===== config.mk =====
export PLATFORM = sky130hd
export DESIGN_NAME = irq_ctrl
export DESIGN_NICKNAME = d
export VERILOG_FILES = /design/src/irq_pkg.sv /design/src/irq_ctrl.sv /design/src/irq_regs.sv /design/src/irq_gateway.sv /design/src/encoder.sv
export SDC_FILE = /design/constraint.sdc
export NUM_CORES = 1
export LEC_CHECK = 0
export ABC_AREA = 1
export BUFFER_PORTS_ARGS = -buffer_cell sky130_fd_sc_hd__buf_2
export CAP_MARGIN = 15
export CORE_ASPECT_RATIO = 1.2
export CORE_MARGIN = 5
export CORE_UTILIZATION = 53
export DETAILED_ROUTE_END_ITERATION = 10
export PLACE_DENSITY = 0.75
export REMOVE_ABC_BUFFERS = 1
export SYNTH_ARGS = -nofsm -noshare
export SYNTH_HDL_FRONTEND = slang
export SYNTH_SLANG_ARGS = --single-unit

===== constraint.sdc =====
create_clock -name clk -period 4 [get_ports clk]
set_input_delay 0.8 -clock clk [delete_from_list [all_inputs] [get_ports clk]]
set_output_delay 0.8 -clock clk [all_outputs]
set_load 0.01 [all_outputs]

===== src/irq_pkg.sv =====
`default_nettype none

package irq_pkg;

  //////////////////////////////////////////////////////////////////////////
  // Register address map
  //////////////////////////////////////////////////////////////////////////

  // Per-source enable mask, read and write.
  localparam logic [3:0] addr_enable  = 4'h0;
  // Pending bits, read only.
  localparam logic [3:0] addr_pending = 4'h4;
  // Read claims the best source, write completes a source.
  localparam logic [3:0] addr_claim   = 4'h8;

  //////////////////////////////////////////////////////////////////////////
  // Claim word layout
  //////////////////////////////////////////////////////////////////////////

  // Set when the claim read returned a real source.
  localparam int claim_valid_bit = 31;
  // Source id sits in the low bits of the claim word.
  localparam int id_w = 5;

  //////////////////////////////////////////////////////////////////////////
  // Bus request
  //////////////////////////////////////////////////////////////////////////

  // Single-cycle strobes, no handshake.
  // wen and ren are never high together.
  typedef struct packed {
    logic        wen;
    logic        ren;
    logic [3:0]  addr;
    logic [31:0] wdata;
  } irq_bus_req_t;

endpackage

`default_nettype wire

===== src/irq_ctrl.sv =====
`timescale 1ns/1ps
`default_nettype none

// Interrupt controller top level.
// Gateway feeds the encoder; the register block claims and completes.
module irq_ctrl #(
  parameter int n_src = 32
) (
  input  logic                  clk,
  input  logic                  arst_n,
  input  logic [n_src-1:0]      src,
  input  irq_pkg::irq_bus_req_t bus,
  output logic [31:0]           rdata,
  output logic                  rvalid,
  output logic                  irq
);

  ////////////////////////////////////////////////////////////////////////////
  // Internal nets
  ////////////////////////////////////////////////////////////////////////////

  logic [n_src-1:0]         pending;
  logic [n_src-1:0]         in_service;
  logic [n_src-1:0]         enable;
  logic [n_src-1:0]         candidates;
  logic                     enc_strobe;
  logic [irq_pkg::id_w-1:0] enc_id;
  logic                     claim;
  logic [irq_pkg::id_w-1:0] claim_id;
  logic                     complete;
  logic [irq_pkg::id_w-1:0] complete_id;

  // Sources in service are hidden from the encoder.
  assign candidates = pending & ~in_service;

  irq_gateway #(
    .n_src (n_src)
  ) u_gateway (
    .clk         (clk),
    .arst_n      (arst_n),
    .src         (src),
    .claim       (claim),
    .claim_id    (claim_id),
    .complete    (complete),
    .complete_id (complete_id),
    .pending     (pending),
    .in_service  (in_service)
  );

  encoder #(
    .n_src (n_src)
  ) u_encoder (
    .in     (candidates),
    .ena    (enable),
    .strobe (enc_strobe),
    .out    (enc_id)
  );

  irq_regs #(
    .n_src (n_src)
  ) u_regs (
    .clk         (clk),
    .arst_n      (arst_n),
    .bus         (bus),
    .pending     (pending),
    .enc_strobe  (enc_strobe),
    .enc_id      (enc_id),
    .enable      (enable),
    .claim       (claim),
    .claim_id    (claim_id),
    .complete    (complete),
    .complete_id (complete_id),
    .rdata       (rdata),
    .rvalid      (rvalid)
  );

  // Registered interrupt line, one cycle behind the encoder.
  always_ff @(posedge clk or negedge arst_n) begin
    if (!arst_n) begin
      irq <= 1'b0;
    end else begin
      irq <= enc_strobe;
    end
  end

endmodule

`default_nettype wire


===== src/irq_regs.sv =====
`timescale 1ns/1ps
`default_nettype none

// Register block.
// Decodes the strobe bus, holds the enable mask and answers reads.
module irq_regs #(
  parameter int n_src = 32
) (
  input  logic                     clk,
  input  logic                     arst_n,
  input  irq_pkg::irq_bus_req_t    bus,
  input  logic [n_src-1:0]         pending,
  input  logic                     enc_strobe,
  input  logic [irq_pkg::id_w-1:0] enc_id,
  output logic [n_src-1:0]         enable,
  output logic                     claim,
  output logic [irq_pkg::id_w-1:0] claim_id,
  output logic                     complete,
  output logic [irq_pkg::id_w-1:0] complete_id,
  output logic [31:0]              rdata,
  output logic                     rvalid
);

  ////////////////////////////////////////////////////////////////////////////
  // Address decode
  ////////////////////////////////////////////////////////////////////////////

  logic hit_enable;
  logic hit_pending;
  logic hit_claim;

  assign hit_enable  = (bus.addr == irq_pkg::addr_enable);
  assign hit_pending = (bus.addr == irq_pkg::addr_pending);
  assign hit_claim   = (bus.addr == irq_pkg::addr_claim);

  ////////////////////////////////////////////////////////////////////////////
  // Claim and complete pulses
  ////////////////////////////////////////////////////////////////////////////

  // Claim fires only when the encoder has a candidate.
  // The gateway takes it at the edge that ends the read cycle.
  assign claim    = bus.ren & hit_claim & enc_strobe;
  assign claim_id = enc_id;

  // Complete takes the id from the low bits of the write data.
  assign complete    = bus.wen & hit_claim;
  assign complete_id = bus.wdata[irq_pkg::id_w-1:0];

  ////////////////////////////////////////////////////////////////////////////
  // Enable mask
  ////////////////////////////////////////////////////////////////////////////

  always_ff @(posedge clk or negedge arst_n) begin
    if (!arst_n) begin
      enable <= '0;
    end else if (bus.wen && hit_enable) begin
      enable <= bus.wdata[n_src-1:0];
    end
  end

  ////////////////////////////////////////////////////////////////////////////
  // Read data
  ////////////////////////////////////////////////////////////////////////////

  // Read mux, zero for anything unmapped.
  logic [31:0] rdata_d;

  always_comb begin
    rdata_d = '0;
    if (hit_enable) begin
      rdata_d = 32'(enable);
    end else if (hit_pending) begin
      rdata_d = 32'(pending);
    end else if (hit_claim) begin
      // Valid flag plus id; id is zero when nothing is valid.
      rdata_d[irq_pkg::claim_valid_bit] = enc_strobe;
      rdata_d[irq_pkg::id_w-1:0]        = enc_strobe ? enc_id : '0;
    end
  end

  // Answer follows the read strobe by one cycle.
  always_ff @(posedge clk or negedge arst_n) begin
    if (!arst_n) begin
      rvalid <= 1'b0;
    end else begin
      rvalid <= bus.ren;
    end
  end

  always_ff @(posedge clk or negedge arst_n) begin
    if (!arst_n) begin
      rdata <= '0;
    end else if (bus.ren) begin
      rdata <= rdata_d;
    end
  end

  // One access per cycle on this bus.
  a_no_rw_overlap : assert property (@(posedge clk) disable iff (!arst_n)
    !(bus.wen && bus.ren))
    else $error("write and read strobes high in the same cycle");

endmodule

`default_nettype wire


===== src/irq_gateway.sv =====
`timescale 1ns/1ps
`default_nettype none

// Source gateway.
// Turns rising edges into pending bits and tracks the sources in service.
module irq_gateway #(
  parameter int n_src = 32
) (
  input  logic                     clk,
  input  logic                     arst_n,
  input  logic [n_src-1:0]         src,
  input  logic                     claim,
  input  logic [irq_pkg::id_w-1:0] claim_id,
  input  logic                     complete,
  input  logic [irq_pkg::id_w-1:0] complete_id,
  output logic [n_src-1:0]         pending,
  output logic [n_src-1:0]         in_service
);

  ////////////////////////////////////////////////////////////////////////////
  // Edge detection
  ////////////////////////////////////////////////////////////////////////////

  // Stored copy of the sources from the last edge.
  logic [n_src-1:0] src_q;
  // High where src is high now and was low before.
  logic [n_src-1:0] src_rise;

  assign src_rise = src & ~src_q;

  ////////////////////////////////////////////////////////////////////////////
  // Pending and in-service update
  ////////////////////////////////////////////////////////////////////////////

  logic [n_src-1:0] pending_d;
  logic [n_src-1:0] in_service_d;

  always_comb begin
    // An edge on a source in service is dropped.
    // An edge on a pending source merges with the earlier one.
    pending_d    = pending | (src_rise & ~in_service);
    in_service_d = in_service;
    // Claim moves the source from pending to in service.
    if (claim) begin
      pending_d[claim_id]    = 1'b0;
      in_service_d[claim_id] = 1'b1;
    end
    // Complete frees the source.
    if (complete) begin
      in_service_d[complete_id] = 1'b0;
    end
  end

  always_ff @(posedge clk or negedge arst_n) begin
    if (!arst_n) begin
      src_q      <= '0;
      pending    <= '0;
      in_service <= '0;
    end else begin
      src_q      <= src;
      pending    <= pending_d;
      in_service <= in_service_d;
    end
  end

  // The claim id comes from the encoder, so it must name a pending source.
  a_claim_pending : assert property (@(posedge clk) disable iff (!arst_n)
    claim |-> pending[claim_id])
    else $error("claim of a source that is not pending");

  // Software completes only what it claimed before.
  a_complete_in_service : assert property (@(posedge clk) disable iff (!arst_n)
    complete |-> in_service[complete_id])
    else $error("complete of a source that is not in service");

endmodule

`default_nettype wire


===== src/encoder.sv =====
`timescale 1ns/1ps
`default_nettype none

// Modified priority encoder.
// The lowest index with both request and enable set wins.
module encoder #(
  parameter int n_src = 32
) (
  input  logic [n_src-1:0]         in,
  input  logic [n_src-1:0]         ena,
  output logic                     strobe,
  output logic [irq_pkg::id_w-1:0] out
);

  // Requests that are allowed to compete.
  logic [n_src-1:0] req;

  assign req = in & ena;

  // Walk from the top index down.
  // A later hit overwrites an earlier one, so the lowest index is kept.
  always_comb begin
    strobe = 1'b0;
    out    = '0;
    for (int i = n_src - 1; i >= 0; i--) begin
      if (req[i]) begin
        strobe = 1'b1;
        out    = irq_pkg::id_w'(i);
      end
    end
  end

endmodule

`default_nettype wire


==> PnR_summary.wiki, run 1 <==
{| class="wikitable"
! Metric !! Value
|-
| Status || completed
|-
| Number of pins with negative max-slew slack in the final report || 0
|-
| Cell type contributing the most total cell area after synthesis || sky130_fd_sc_hd__dfrtp_1
|-
| Count of buffers from port buffering || 105
|-
| Largest driver fanout on the critical path || 18
|-
| Critical Path Source Type || flop
|-
| HPWL after DPL || 13000 um
|-
| Via-to-Cell Ratio || 5.27
|-
| Starting density of the core || 54.4%
|-
| #FFs+latches synth || 162
|-
| WS Path Type || reg -> reg
|-
| Cts bufs inserted || 17
|-
| RePlAce Congestion || 0.930
|-
| Number of fill cells in the layout || 1186
|-
| Number of antenna repair diodes || 0
|-
| Clock-pin slew of the registers on the worst-case setup and hold paths || 60 ps
|-
| Top_reg_cell synth || sky130_fd_sc_hd__dfrtp_1
|-
| Yosys warns || 0
|-
| Total detailed-routing wirelength || 18600 um
|-
| Number of top-level pins || 106
|-
| F_max || 0.304 GHz
|-
| Total number of clock tree sinks || 162
|-
| Commonest non-fill, non-tap cell in the layout || sky130_fd_sc_hd__nand2_1
|-
| Cell-by-cell trace of the critical path || inv_1 > nor3_1 > inv_1 > nand2_1 > a31oi_1 > o31ai_1 > nand2_1 > nand2_1 > nand2_1 > nand2_1 > nand2_1 > nand2_1 > nand2_1 > nand2_1 > a31o_2 > nand3_2 > buf_4 > inv_1 > nand4_1 > a21oi_1
|-
| Final instance area || 8530 um^2
|-
| Count of endpoints failing hold in the final timing report || 0
|-
| Instance count of the mapped netlist || 865
|-
| Detailed Routing Iterations Pass 1 || 5
|-
| Fraction of synthesized cell area taken by the top area cell type || 56.1%
|-
| DRC Markers || 0
|-
| Total power divided by cell area || 494 nW/um^2
|-
| Layout cell share with drive strength beyond 1 || 17.1%
|-
| Setup TNS after final layout || 0 ps
|-
| Count of nets left with antenna violations after detail routing || 0
|-
| Seq/Total Area, Yosys || 56.1%
|-
| Number of buffers inserted to repair setup after CTS || 0
|-
| Setup repair after global routing missed its margin || no
|-
| Number of buffer and inverter stages on the critical path || 4
|-
| Top delay family on crit path || simple AND/OR/NAND/NOR gates
|-
| Core region area || 13300 um^2
|-
| Mapped Avg Cell Area || 8.35 um^2
|-
| Global-route wire length before repair || 30200 um
|-
| Post-synthesis to final-layout area growth || 18.0%
|-
| Endpoint type of the worst setup path || flop
|-
| Instance area after placement || 7930 um^2
|-
| Max Clock Skew || 9.99 ps
|-
| Post-synth EDFFs || 0
|-
| Global route total overflow || 0
|-
| Global-route usage over all layers || 24.5%
|-
| TritonCTS clock tree || built
|-
| Most area-consuming cells after synthesis || sky130_fd_sc_hd__dfrtp_1, sky130_fd_sc_hd__nand2_1, sky130_fd_sc_hd__inv_1, sky130_fd_sc_hd__nor2_1, sky130_fd_sc_hd__a21oi_1
|-
| Total number of vias || 6078
|-
| Initial antenna violation count || 0
|-
| Final core area utilization || 64.2%
|-
| Worst-case vdd ir drop || 311 uV
|-
| Number of hold buffers added after cts || 0
|-
| Total Nets Final || 1046
|-
| Maximum Capacitance Violations || 0
|-
| Count of cell types in the netlist || 28
|-
| Max H-tree Level || 4
|-
| Via count of the first global-routing pass || 6226
|-
| Final setup violating endpoints || 0
|-
| Final worst path period need || 3290 ps
|-
| Share of the cycle needed by the critical path after routing || 82.2%
|-
| Worst path arrival time || 3640 ps
|-
| Multi-input combinational cell area || 2510 um^2
|-
| Critical path required time || 4350 ps
|-
| Critical-path top delay cell || sky130_fd_sc_hd__inv_1
|-
| X dimension of the die || 117 um
|-
| Most used cell along the critical path || sky130_fd_sc_hd__nand2_1
|-
| Site Rows || 46
|-
| Starting DRT DRC Count || 463
|-
| CTS-repair resized insts || 0
|-
| Maximum number of pins on one net before global-route repair || 80
|-
| Clock insertion delay at the later pin of the skew report || 440 ps
|-
| Vertical die dimension || 138 um
|-
| Slew margin rel. || 47.0%
|-
| Commonest non-fill, non-tap cells in the layout || sky130_fd_sc_hd__nand2_1, sky130_fd_sc_hd__dfrtp_1, sky130_fd_sc_hd__inv_1
|-
| Netlist area before placement || 7230 um^2
|-
| Buffer levels on the longest clock path || 2
|-
| Pleak || 0.00431 uW
|-
| Wire per inst || 16.1 um
|-
| Worst min-delay path category || in -> async
|-
| Die area || 16100 um^2
|-
| Worst slew pin tran || 792 ps
|-
| Fraction of registers with async set/reset || 100%
|-
| Area of all sequential standard cells || 4050 um^2
|-
| Peak per-stage delay on the critical path || 540 ps
|-
| Clock Tree Root || sky130_fd_sc_hd__clkbuf_16
|}
-- layout make-up --
cell class                 instances  area share [%]
clock inverter                    10            1.88
sequential                       162            47.5
multi-input combinational        531            29.4
inverter                         147            6.47
timing repair buffer             115            7.11
clock buffer                      21            5.16
tap                              168            2.46
-- registers in the layout (all words and copies together), names as in the netlist --
| name | count |
|---|---|
| u_gateway.src_q | 32 |
| u_gateway.in_service | 32 |
| u_gateway.pending | 32 |
| u_regs.rdata | 32 |
| irq | 1 |
| u_regs.rvalid | 1 |
| u_regs.enable | 32 |
-- worst register-to-register path: stages, from the launching register on --
cell,delay (ps)
sky130_fd_sc_hd__dfrtp_1,370
sky130_fd_sc_hd__inv_1,40
sky130_fd_sc_hd__nor3_1,240
sky130_fd_sc_hd__inv_1,90
sky130_fd_sc_hd__nand2_1,100
sky130_fd_sc_hd__a31oi_1,60
sky130_fd_sc_hd__o31ai_1,390
sky130_fd_sc_hd__nand2_1,90
sky130_fd_sc_hd__nand2_1,70
sky130_fd_sc_hd__nand2_1,50
sky130_fd_sc_hd__nand2_1,50
sky130_fd_sc_hd__nand2_1,40
sky130_fd_sc_hd__nand2_1,50
sky130_fd_sc_hd__nand2_1,50
sky130_fd_sc_hd__nand2_1,60
sky130_fd_sc_hd__a31o_2,140
sky130_fd_sc_hd__nand3_2,50
sky130_fd_sc_hd__buf_4,230
sky130_fd_sc_hd__inv_1,550
sky130_fd_sc_hd__nand4_1,260
sky130_fd_sc_hd__a21oi_1,230
-- cells in the mapped netlist (3+ instances only) --
library cell and n:
sky130_fd_sc_hd__a21oi_1 53, sky130_fd_sc_hd__a21oi_2 4, sky130_fd_sc_hd__a221oi_1 3, sky130_fd_sc_hd__a31oi_1 28
sky130_fd_sc_hd__buf_2 3, sky130_fd_sc_hd__clkbuf_1 19, sky130_fd_sc_hd__dfrtp_1 162, sky130_fd_sc_hd__inv_1 146
sky130_fd_sc_hd__mux2_2 5, sky130_fd_sc_hd__nand2_1 168, sky130_fd_sc_hd__nand3_1 33, sky130_fd_sc_hd__nand3_2 11
sky130_fd_sc_hd__nand4_1 17, sky130_fd_sc_hd__nor2_1 132, sky130_fd_sc_hd__nor3_1 23, sky130_fd_sc_hd__o21a_1 8
sky130_fd_sc_hd__o21ai_0 36
-- logic make-up after synthesis --
kind of cell / after synthesis / synth area share, %
compound gates: 138 / 10.9
flops: 162 / 56.1
buf+inv: 172 / 9.31
mux: 5 / 0.779
simple gates: 388 / 22.9
-- path summary, 6_finish.rpt --
| path | start | end | slack, ps | depth (start not counted) |
|---|---|---|---|---|
| max | u_gateway.pending[26]$_DFF_PN0_ | u_gateway.in_service[31]$_DFF_PN0_ | 710 | 20 |
| min | arst_n | u_regs.rdata[30]$_DFFE_PN0P_ | 380 | 1 |
| max reg2reg | u_gateway.pending[26]$_DFF_PN0_ | u_gateway.in_service[31]$_DFF_PN0_ | 710 | 20 |
| min reg2reg | u_regs.rdata[0]$_DFFE_PN0P_ | u_regs.rdata[0]$_DFFE_PN0P_ | 480 | 2 |
| max in group asynchronous | arst_n | u_gateway.in_service[15]$_DFF_PN0_ | 2670 | 2 |
| min in group clk | u_regs.rdata[0]$_DFFE_PN0P_ | u_regs.rdata[0]$_DFFE_PN0P_ | 480 | 2 |
-- metrics by stage --
step / total power, uW / hold WS [ps] / std cells / worst slack, ps
3_5_place_dp: 2560 / 462 / 1123 / 846
5_1_grt: 4400 / 448 / 1154 / 545
4_1_cts: 4230 / 413 / 1154 / 817
6_report: 4210 / 380 / 1154 / 713
3_3_place_gp: 2540 / 461 / 1123 / 803
2_1_floorplan: 2300 / 475 / 840 / 148
-- layer usage --
metal	GRT usage, %	wire length, um	share of wire, %
met2	41.6	9360	50
met5	0	0	0
met3	4.85	1040	5.6
met4	9.69	436	2.3
met1	30.8	7720	42
-- where the power goes --
group          total, uW  switching (uW)  leakage, uW  internal [uW]
Clock               1680             645     0.000279           1040
Combinational        615             412      0.00225            203
Sequential          1920             100      0.00178           1820
(Power assumes the default switching activity.)
==> run 2: changes to the inputs <==
--- a/config.mk
+++ b/config.mk
@@ -10,9 +10,9 @@
 export CAP_MARGIN = 15
 export CORE_ASPECT_RATIO = 1.2
 export CORE_MARGIN = 5
-export CORE_UTILIZATION = 53
+export CORE_UTILIZATION = 52
 export DETAILED_ROUTE_END_ITERATION = 10
-export PLACE_DENSITY = 0.75
+export PLACE_DENSITY = 0.77
 export REMOVE_ABC_BUFFERS = 1
 export SYNTH_ARGS = -nofsm -noshare
 export SYNTH_HDL_FRONTEND = slang
==> constraint.sdc (replaced) <==
create_clock -name clk -period 2.8 [get_ports clk]
set_input_delay 0.56 -clock clk [delete_from_list [all_inputs] [get_ports clk]]
set_output_delay 0.56 -clock clk [all_outputs]
set_load 0.01 [all_outputs]
==> run 2 against run 1 <==
  * Non-clock buffer count increased by 14
  * Largest cell class unchanged
  * Clock-buffer cell count decreased by 1
  * First-iteration DRC count increased by 17%
  * Highest routed layer unchanged
  * Largest power group unchanged
  * Sequential cell count unchanged
  * Critical endpoint is now u_gateway.pending[13]$_DFF_PN0_
==> PnR_summary.wiki, run 2 (synthesis gave the netlist of run 1 again) <==
{| class="wikitable"
! Metric !! Value
|-
| Status || completed
|-
| Overall power || 6040 uW
|-
| Critical Path Source Type || flop
|-
| Slew margin rel. || 56.1%
|-
| Initial antenna violation count || 1
|-
| Commonest non-fill, non-tap cells in the layout || sky130_fd_sc_hd__nand2_1, sky130_fd_sc_hd__dfrtp_1, sky130_fd_sc_hd__inv_1
|-
| Core region area || 13700 um^2
|-
| Worst-case vdd ir drop || 339 uV
|-
| Worst slew pin tran || 659 ps
|-
| Number of pins with negative max-slew slack in the final report || 0
|-
| Count of endpoints failing hold in the final timing report || 0
|-
| Setup TNS after final layout || 0 ps
|-
| Via-to-Cell Ratio || 5.26
|-
| HPWL after DPL || 13300 um
|-
| Vertical die dimension || 139 um
|-
| Share of the cycle needed by the critical path after routing || 99.1%
|-
| Final core area utilization || 63.8%
|-
| Maximum Capacitance Violations || 0
|-
| Most used cell along the critical path || sky130_fd_sc_hd__nand2_1
|-
| Global-route usage over all layers || 23.8%
|-
| Count of nets left with antenna violations after detail routing || 0
|-
| Max H-tree Level || 4
|-
| Total power divided by cell area || 691 nW/um^2
|-
| Final setup violating endpoints || 0
|-
| Clock insertion delay at the later pin of the skew report || 420 ps
|-
| Starting DRT DRC Count || 541
|-
| Die area || 16400 um^2
|-
| RePlAce Congestion || 0.921
|-
| Endpoint type of the worst setup path || flop
|-
| Clock Tree Root || sky130_fd_sc_hd__clkbuf_16
|-
| Final worst path period need || 2770 ps
|-
| Total number of vias || 6157
|-
| Peak per-stage delay on the critical path || 370 ps
|-
| Critical path required time || 3110 ps
|-
| Final instance area || 8750 um^2
|-
| DRC Markers || 0
|-
| X dimension of the die || 118 um
|-
| Setup repair after global routing missed its margin || yes
|-
| Wire per inst || 16.4 um
|-
| Count of buffers from port buffering || 105
|-
| Total number of clock tree sinks || 162
|-
| Total Nets Final || 1060
|-
| Instance area after placement || 8080 um^2
|-
| Buffer levels on the longest clock path || 2
|-
| Total detailed-routing wirelength || 19200 um
|-
| Global route total overflow || 0
|-
| Worst path arrival time || 3090 ps
|-
| Via count of the first global-routing pass || 6245
|-
| Max Clock Skew || 5.78 ps
|-
| Layout cell share with drive strength beyond 1 || 19.8%
|-
| TritonCTS clock tree || built
|-
| Number of top-level pins || 106
|-
| Global-route wire length before repair || 31200 um
|-
| Post-synthesis to final-layout area growth || 21.0%
|-
| Met3 Routed Length || 1110 um
|-
| Detailed Routing Iterations Pass 1 || 5
|-
| Pleak || 0.00442 uW
|-
| Critical-path top delay cell || sky130_fd_sc_hd__dfrtp_1
|-
| Met1 wire length || 7720 um
|-
| Top routing layer used || met4
|-
| Cts bufs inserted || 17
|-
| Site Rows || 47
|-
| Commonest non-fill, non-tap cell in the layout || sky130_fd_sc_hd__nand2_1
|-
| WS Path Type || reg -> reg
|-
| Met2 Routed Length || 9770 um
|-
| Clock-pin slew of the registers on the worst-case setup and hold paths || 60 ps
|-
| F_max || 0.360 GHz
|-
| Largest driver fanout on the critical path || 8
|-
| Starting density of the core || 52.7%
|-
| Maximum number of pins on one net before global-route repair || 71
|-
| Number of hold buffers added after cts || 0
|-
| Worst min-delay path category || in -> async
|}
-- run 2: cell types whose count changed in the layout (fill, tap and decap cells not counted), moves of 2 or more --
cell / before / now
sky130_fd_sc_hd__nand3_1: 33 / 29
sky130_fd_sc_hd__nand3_2: 11 / 15
sky130_fd_sc_hd__a21oi_1: 53 / 44
sky130_fd_sc_hd__o21ai_1: 0 / 3
sky130_fd_sc_hd__a21oi_2: 4 / 13
sky130_fd_sc_hd__clkbuf_1: 4 / 2
sky130_fd_sc_hd__buf_12: 0 / 4
sky130_fd_sc_hd__buf_4: 10 / 19
sky130_fd_sc_hd__o21ai_0: 36 / 33
-- run 2: power breakdown --
part	switching [uW]	total [uW]	internal, uW
combinational	621	977	356
sequential	152	2750	2590
clock	906	2320	1410
total	1680	6040	4360
-- run 2: path summary, 6_finish.rpt --
path | slack [ps] | to | depth (start not counted) | startpoint
worst min register to register | 480 | u_regs.rdata[31]$_DFFE_PN0P_ | 2 | u_regs.rdata[31]$_DFFE_PN0P_
max in group asynchronous | 1910 | u_gateway.src_q[29]$_DFF_PN0_ | 2 | arst_n
worst max register to register | 30 | u_gateway.pending[13]$_DFF_PN0_ | 35 | u_gateway.in_service[29]$_DFF_PN0_
worst max-delay path | 30 | u_gateway.pending[13]$_DFF_PN0_ | 35 | u_gateway.in_service[29]$_DFF_PN0_
min in group clk | 260 | u_gateway.src_q[2]$_DFF_PN0_ | 1 | src[2]
worst min-delay path | 140 | u_regs.rvalid$_DFF_PN0_ | 1 | arst_n
-- run 2: layer usage --
layer | up-vias | GRT usage [%]
met2 | 222 | 41.9
met3 | 54 | 4.41
met5 | - | 0
met1 | 2892 | 28.8
met4 | 0 | 9.36
li1 | 2989 | -
-- run 2: area by class of cell --
type / count / area (um^2)
fill: 1159 / 4960
clock buffer: 20 / 447
timing repair buffer: 129 / 766
tap: 171 / 214
inverter: 147 / 552
clock inverter: 10 / 136
multi-input combinational: 531 / 2570
antenna: 1 / 2.50
sequential: 162 / 4050
-- run 2: what timing repair did --
| item | CTS | global route |
|---|---|---|
| pin swaps | 1 | 2 |
| cloned | 0 | 0 |
| endpoints found under the setup margin | 12 | 66 |
| resized for setup | 2 | 17 |
| buffers inserted | 1 | 0 |
-- run 2: critical path: cells and delay by family (launching register included) --
family,cells,cell delay [ps]
DFF,1,370
and+or+nand+nor,32,1970
buffers and inverters,3,300
-- run 2: metrics by stage --
stage	instances	hold WS [ps]	setup slack, ps
after floorplan	840	264	-812
final	1171	144	25.1
after detailed placement	1139	471	28.1
after global routing	1171	207	-350
after CTS	1170	177	9.91
after global placement	1139	466	111
==> run 3: changes to the inputs <==
--- a/config.mk
+++ b/config.mk
@@ -6,12 +6,13 @@
 export NUM_CORES = 1
 export LEC_CHECK = 0
 export ABC_AREA = 1
-export BUFFER_PORTS_ARGS = -buffer_cell sky130_fd_sc_hd__buf_2
+export BUFFER_PORTS_ARGS = -buffer_cell sky130_fd_sc_hd__buf_4
 export CAP_MARGIN = 15
 export CORE_ASPECT_RATIO = 1.2
 export CORE_MARGIN = 5
 export CORE_UTILIZATION = 52
 export DETAILED_ROUTE_END_ITERATION = 10
+export GPL_ROUTABILITY_DRIVEN = 0
 export PLACE_DENSITY = 0.77
 export REMOVE_ABC_BUFFERS = 1
 export SYNTH_ARGS = -nofsm -noshare
==> run 3 against run 2 <==
  * The flow now finishes with violations (negative setup slack)
  * Sequential power is essentially flat
  * Clock skew grew 3.8 ps
  * Largest power group unchanged
  * Critical path depth shrank 18
  * Critical path type unchanged
  * Highest routed layer unchanged
  * Largest cell class unchanged
  * Wire length grew 0.78%
  * Fmax shrank 3.7%
==> PnR_summary.wiki, run 3 (synthesis gave the netlist of run 1 again) <==
{| class="wikitable"
! Metric !! Value
|-
| Status || finished with violations
|-
| Failing checks || negative setup slack
|-
| Final setup violating endpoints || 12
|-
| Wire per inst || 16.4 um
|-
| Pleak || 0.00459 uW
|-
| Setup repair after global routing missed its margin || yes
|-
| Worst min-delay path category || in -> async
|-
| Starting DRT DRC Count || 494
|-
| Worst-case vdd ir drop || 530 uV
|-
| Clock-pin slew of the registers on the worst-case setup and hold paths || 60 ps
|-
| Count of buffers from port buffering || 105
|-
| Number of fill cells in the layout || 1147
|-
| Total detailed-routing wirelength || 19400 um
|-
| Vertical die dimension || 139 um
|-
| WS Path Type || reg -> reg
|-
| HPWL after DPL || 13400 um
|-
| Multi-input combinational cell area || 2660 um^2
|-
| Number of hold buffers added after cts || 0
|-
| Final instance area || 9210 um^2
|-
| Largest driver fanout on the critical path || 4
|-
| Critical path required time || 3120 ps
|-
| Global-route wire length before repair || 30700 um
|-
| Buffer levels on the longest clock path || 2
|-
| DRC Markers || 0
|-
| X dimension of the die || 118 um
|-
| Placed insts || 1138
|-
| Core region area || 13700 um^2
|-
| Clock Tree Root || sky130_fd_sc_hd__clkbuf_16
|-
| Count of endpoints failing hold in the final timing report || 0
|-
| Post-synthesis to final-layout area growth || 27.5%
|-
| Total internal power || 4600 uW
|-
| Clock Power Share || 37.9%
|-
| Global route total overflow || 0
|-
| Count of placed standard cells in the final layout, fillers left out || 1182
|-
| Total number of clock tree sinks || 162
|-
| Sw Pwr || 1780 uW
|-
| Instance area after placement || 8310 um^2
|-
| Cts bufs inserted || 17
|-
| Maximum Capacitance Violations || 0
|-
| Worst setup startpoint || u_gateway.pending[22]$_DFF_PN0_
|-
| Critical Path Source Type || flop
|-
| Maximum number of pins on one net before global-route repair || 73
|-
| Clock insertion delay at the later pin of the skew report || 430 ps
|-
| Seq pwr share || 43.1%
|-
| Final setup margin || -80.3 ps
|-
| Setup TNS after final layout || -426 ps
|-
| Detailed Routing Iterations Pass 1 || 5
|-
| Worst path arrival time || 3200 ps
|-
| Slew margin rel. || 53.5%
|-
| Switching share of total power || 27.9%
|-
| Max H-tree Level || 4
|-
| F_max || 0.347 GHz
|-
| Count of nets left with antenna violations after detail routing || 0
|-
| Initial antenna violation count || 0
|-
| Max Clock Skew || 9.54 ps
|-
| Total number of vias || 6306
|-
| Site Rows || 47
|-
| Number of top-level pins || 106
|-
| Total Nets Final || 1071
|-
| Worst slew pin tran || 697 ps
|-
| TritonCTS clock tree || built
|-
| Launch point of the worst reg-to-reg path || u_gateway.pending[22]$_DFF_PN0_
|-
| Layout cell share with drive strength beyond 1 || 22.0%
|-
| Commonest non-fill, non-tap cells in the layout || sky130_fd_sc_hd__nand2_1, sky130_fd_sc_hd__dfrtp_1, sky130_fd_sc_hd__inv_1
|-
| Total power divided by cell area || 692 nW/um^2
|-
| Number of pins with negative max-slew slack in the final report || 0
|-
| Final worst path period need || 2880 ps
|-
| Comb power frac || 19.0%
|-
| Starting density of the core || 52.7%
|-
| Via count of the first global-routing pass || 6300
|-
| Share of the cycle needed by the critical path after routing || 103%
|-
| Endpoint type of the worst setup path || flop
|-
| Via-to-Cell Ratio || 5.34
|-
| Area of all sequential standard cells || 4050 um^2
|-
| Commonest non-fill, non-tap cell in the layout || sky130_fd_sc_hd__nand2_1
|-
| Global-route usage over all layers || 23.4%
|-
| Number of antenna repair diodes || 0
|-
| Die area || 16400 um^2
|}
-- run 3: layout make-up --
| cell class | count | share of cell area [%] |
|---|---|---|
| tap | 171 | 2.32 |
| multi-input combinational | 532 | 28.8 |
| clock buffer | 22 | 5.26 |
| inverter | 147 | 5.99 |
| timing repair buffer | 139 | 12.2 |
| sequential | 162 | 44.0 |
| clock inverter | 9 | 1.40 |
-- run 3: critical path: stages (launching register included) --
cell and delay [ps]:
sky130_fd_sc_hd__dfrtp_1 390, sky130_fd_sc_hd__inv_1 60, sky130_fd_sc_hd__nor3_1 310, sky130_fd_sc_hd__nor2_1 140, sky130_fd_sc_hd__nand2_1 110, sky130_fd_sc_hd__nor2_1 60, sky130_fd_sc_hd__inv_1 80, sky130_fd_sc_hd__nor2_1 60
sky130_fd_sc_hd__inv_1 50, sky130_fd_sc_hd__nor2_1 50, sky130_fd_sc_hd__nor2_1 240, sky130_fd_sc_hd__inv_1 100, sky130_fd_sc_hd__nor2_1 200, sky130_fd_sc_hd__nand3_1 150, sky130_fd_sc_hd__nor2_1 430, sky130_fd_sc_hd__nand4_1 200
sky130_fd_sc_hd__nand2_1 100, sky130_fd_sc_hd__inv_1 40
-- run 3: final timing paths --
| kind | to | slack, ps | cells after the start |
|---|---|---|---|
| max in group asynchronous | u_regs.enable[30]$_DFFE_PN0P_ | 1910 | 2 |
| hold / removal | u_regs.rdata[15]$_DFFE_PN0P_ | 150 | 1 |
| setup reg to reg | u_gateway.pending[1]$_DFF_PN0_ | -80 | 17 |
| setup / recovery | u_gateway.pending[1]$_DFF_PN0_ | -80 | 17 |
| hold reg to reg | u_regs.rdata[1]$_DFFE_PN0P_ | 490 | 2 |
| min in group clk | u_gateway.src_q[8]$_DFF_PN0_ | 240 | 1 |
-- run 3: power by group through the flow --
stage | Sequential, uW | Combinational (uW) | Clock (uW)
2_1_floorplan | 2770 | 513 | 0
3_3_place_gp | 2770 | 945 | 0
3_5_place_dp | 2780 | 971 | 0
4_1_cts | 2740 | 992 | 2440
5_1_grt | 2780 | 1320 | 2560
6_report | 2750 | 1210 | 2420
-- run 3: timing repair --
item | CTS | global route
pin swaps | 0 | 7
endpoints found under the setup margin | 13 | 66
gates cloned | 0 | 1
buffers inserted | 2 | 10
gates resized for setup | 0 | 47
-- run 3: stage by stage --
step / hold WS, ps / utilization (%) / power, uW / setup WS [ps]
global placement: 469 / 60.6 / 3720 / 102
CTS: 176 / 65.2 / 6170 / 21.6
detailed placement: 474 / 60.6 / 3750 / -19.5
global route: 213 / 67.2 / 6660 / -280
finish: 150 / 67.2 / 6380 / -80.3
floorplan: 264 / - / 3280 / -812
-- run 3: routing by layer --
metal,track usage (%),vias up,wire [um]
li1,-,3016,-
met1,28.5,3028,7810
met2,40.0,211,9820
met3,5.59,51,1090
met4,9.30,0,638
met5,0,-,0
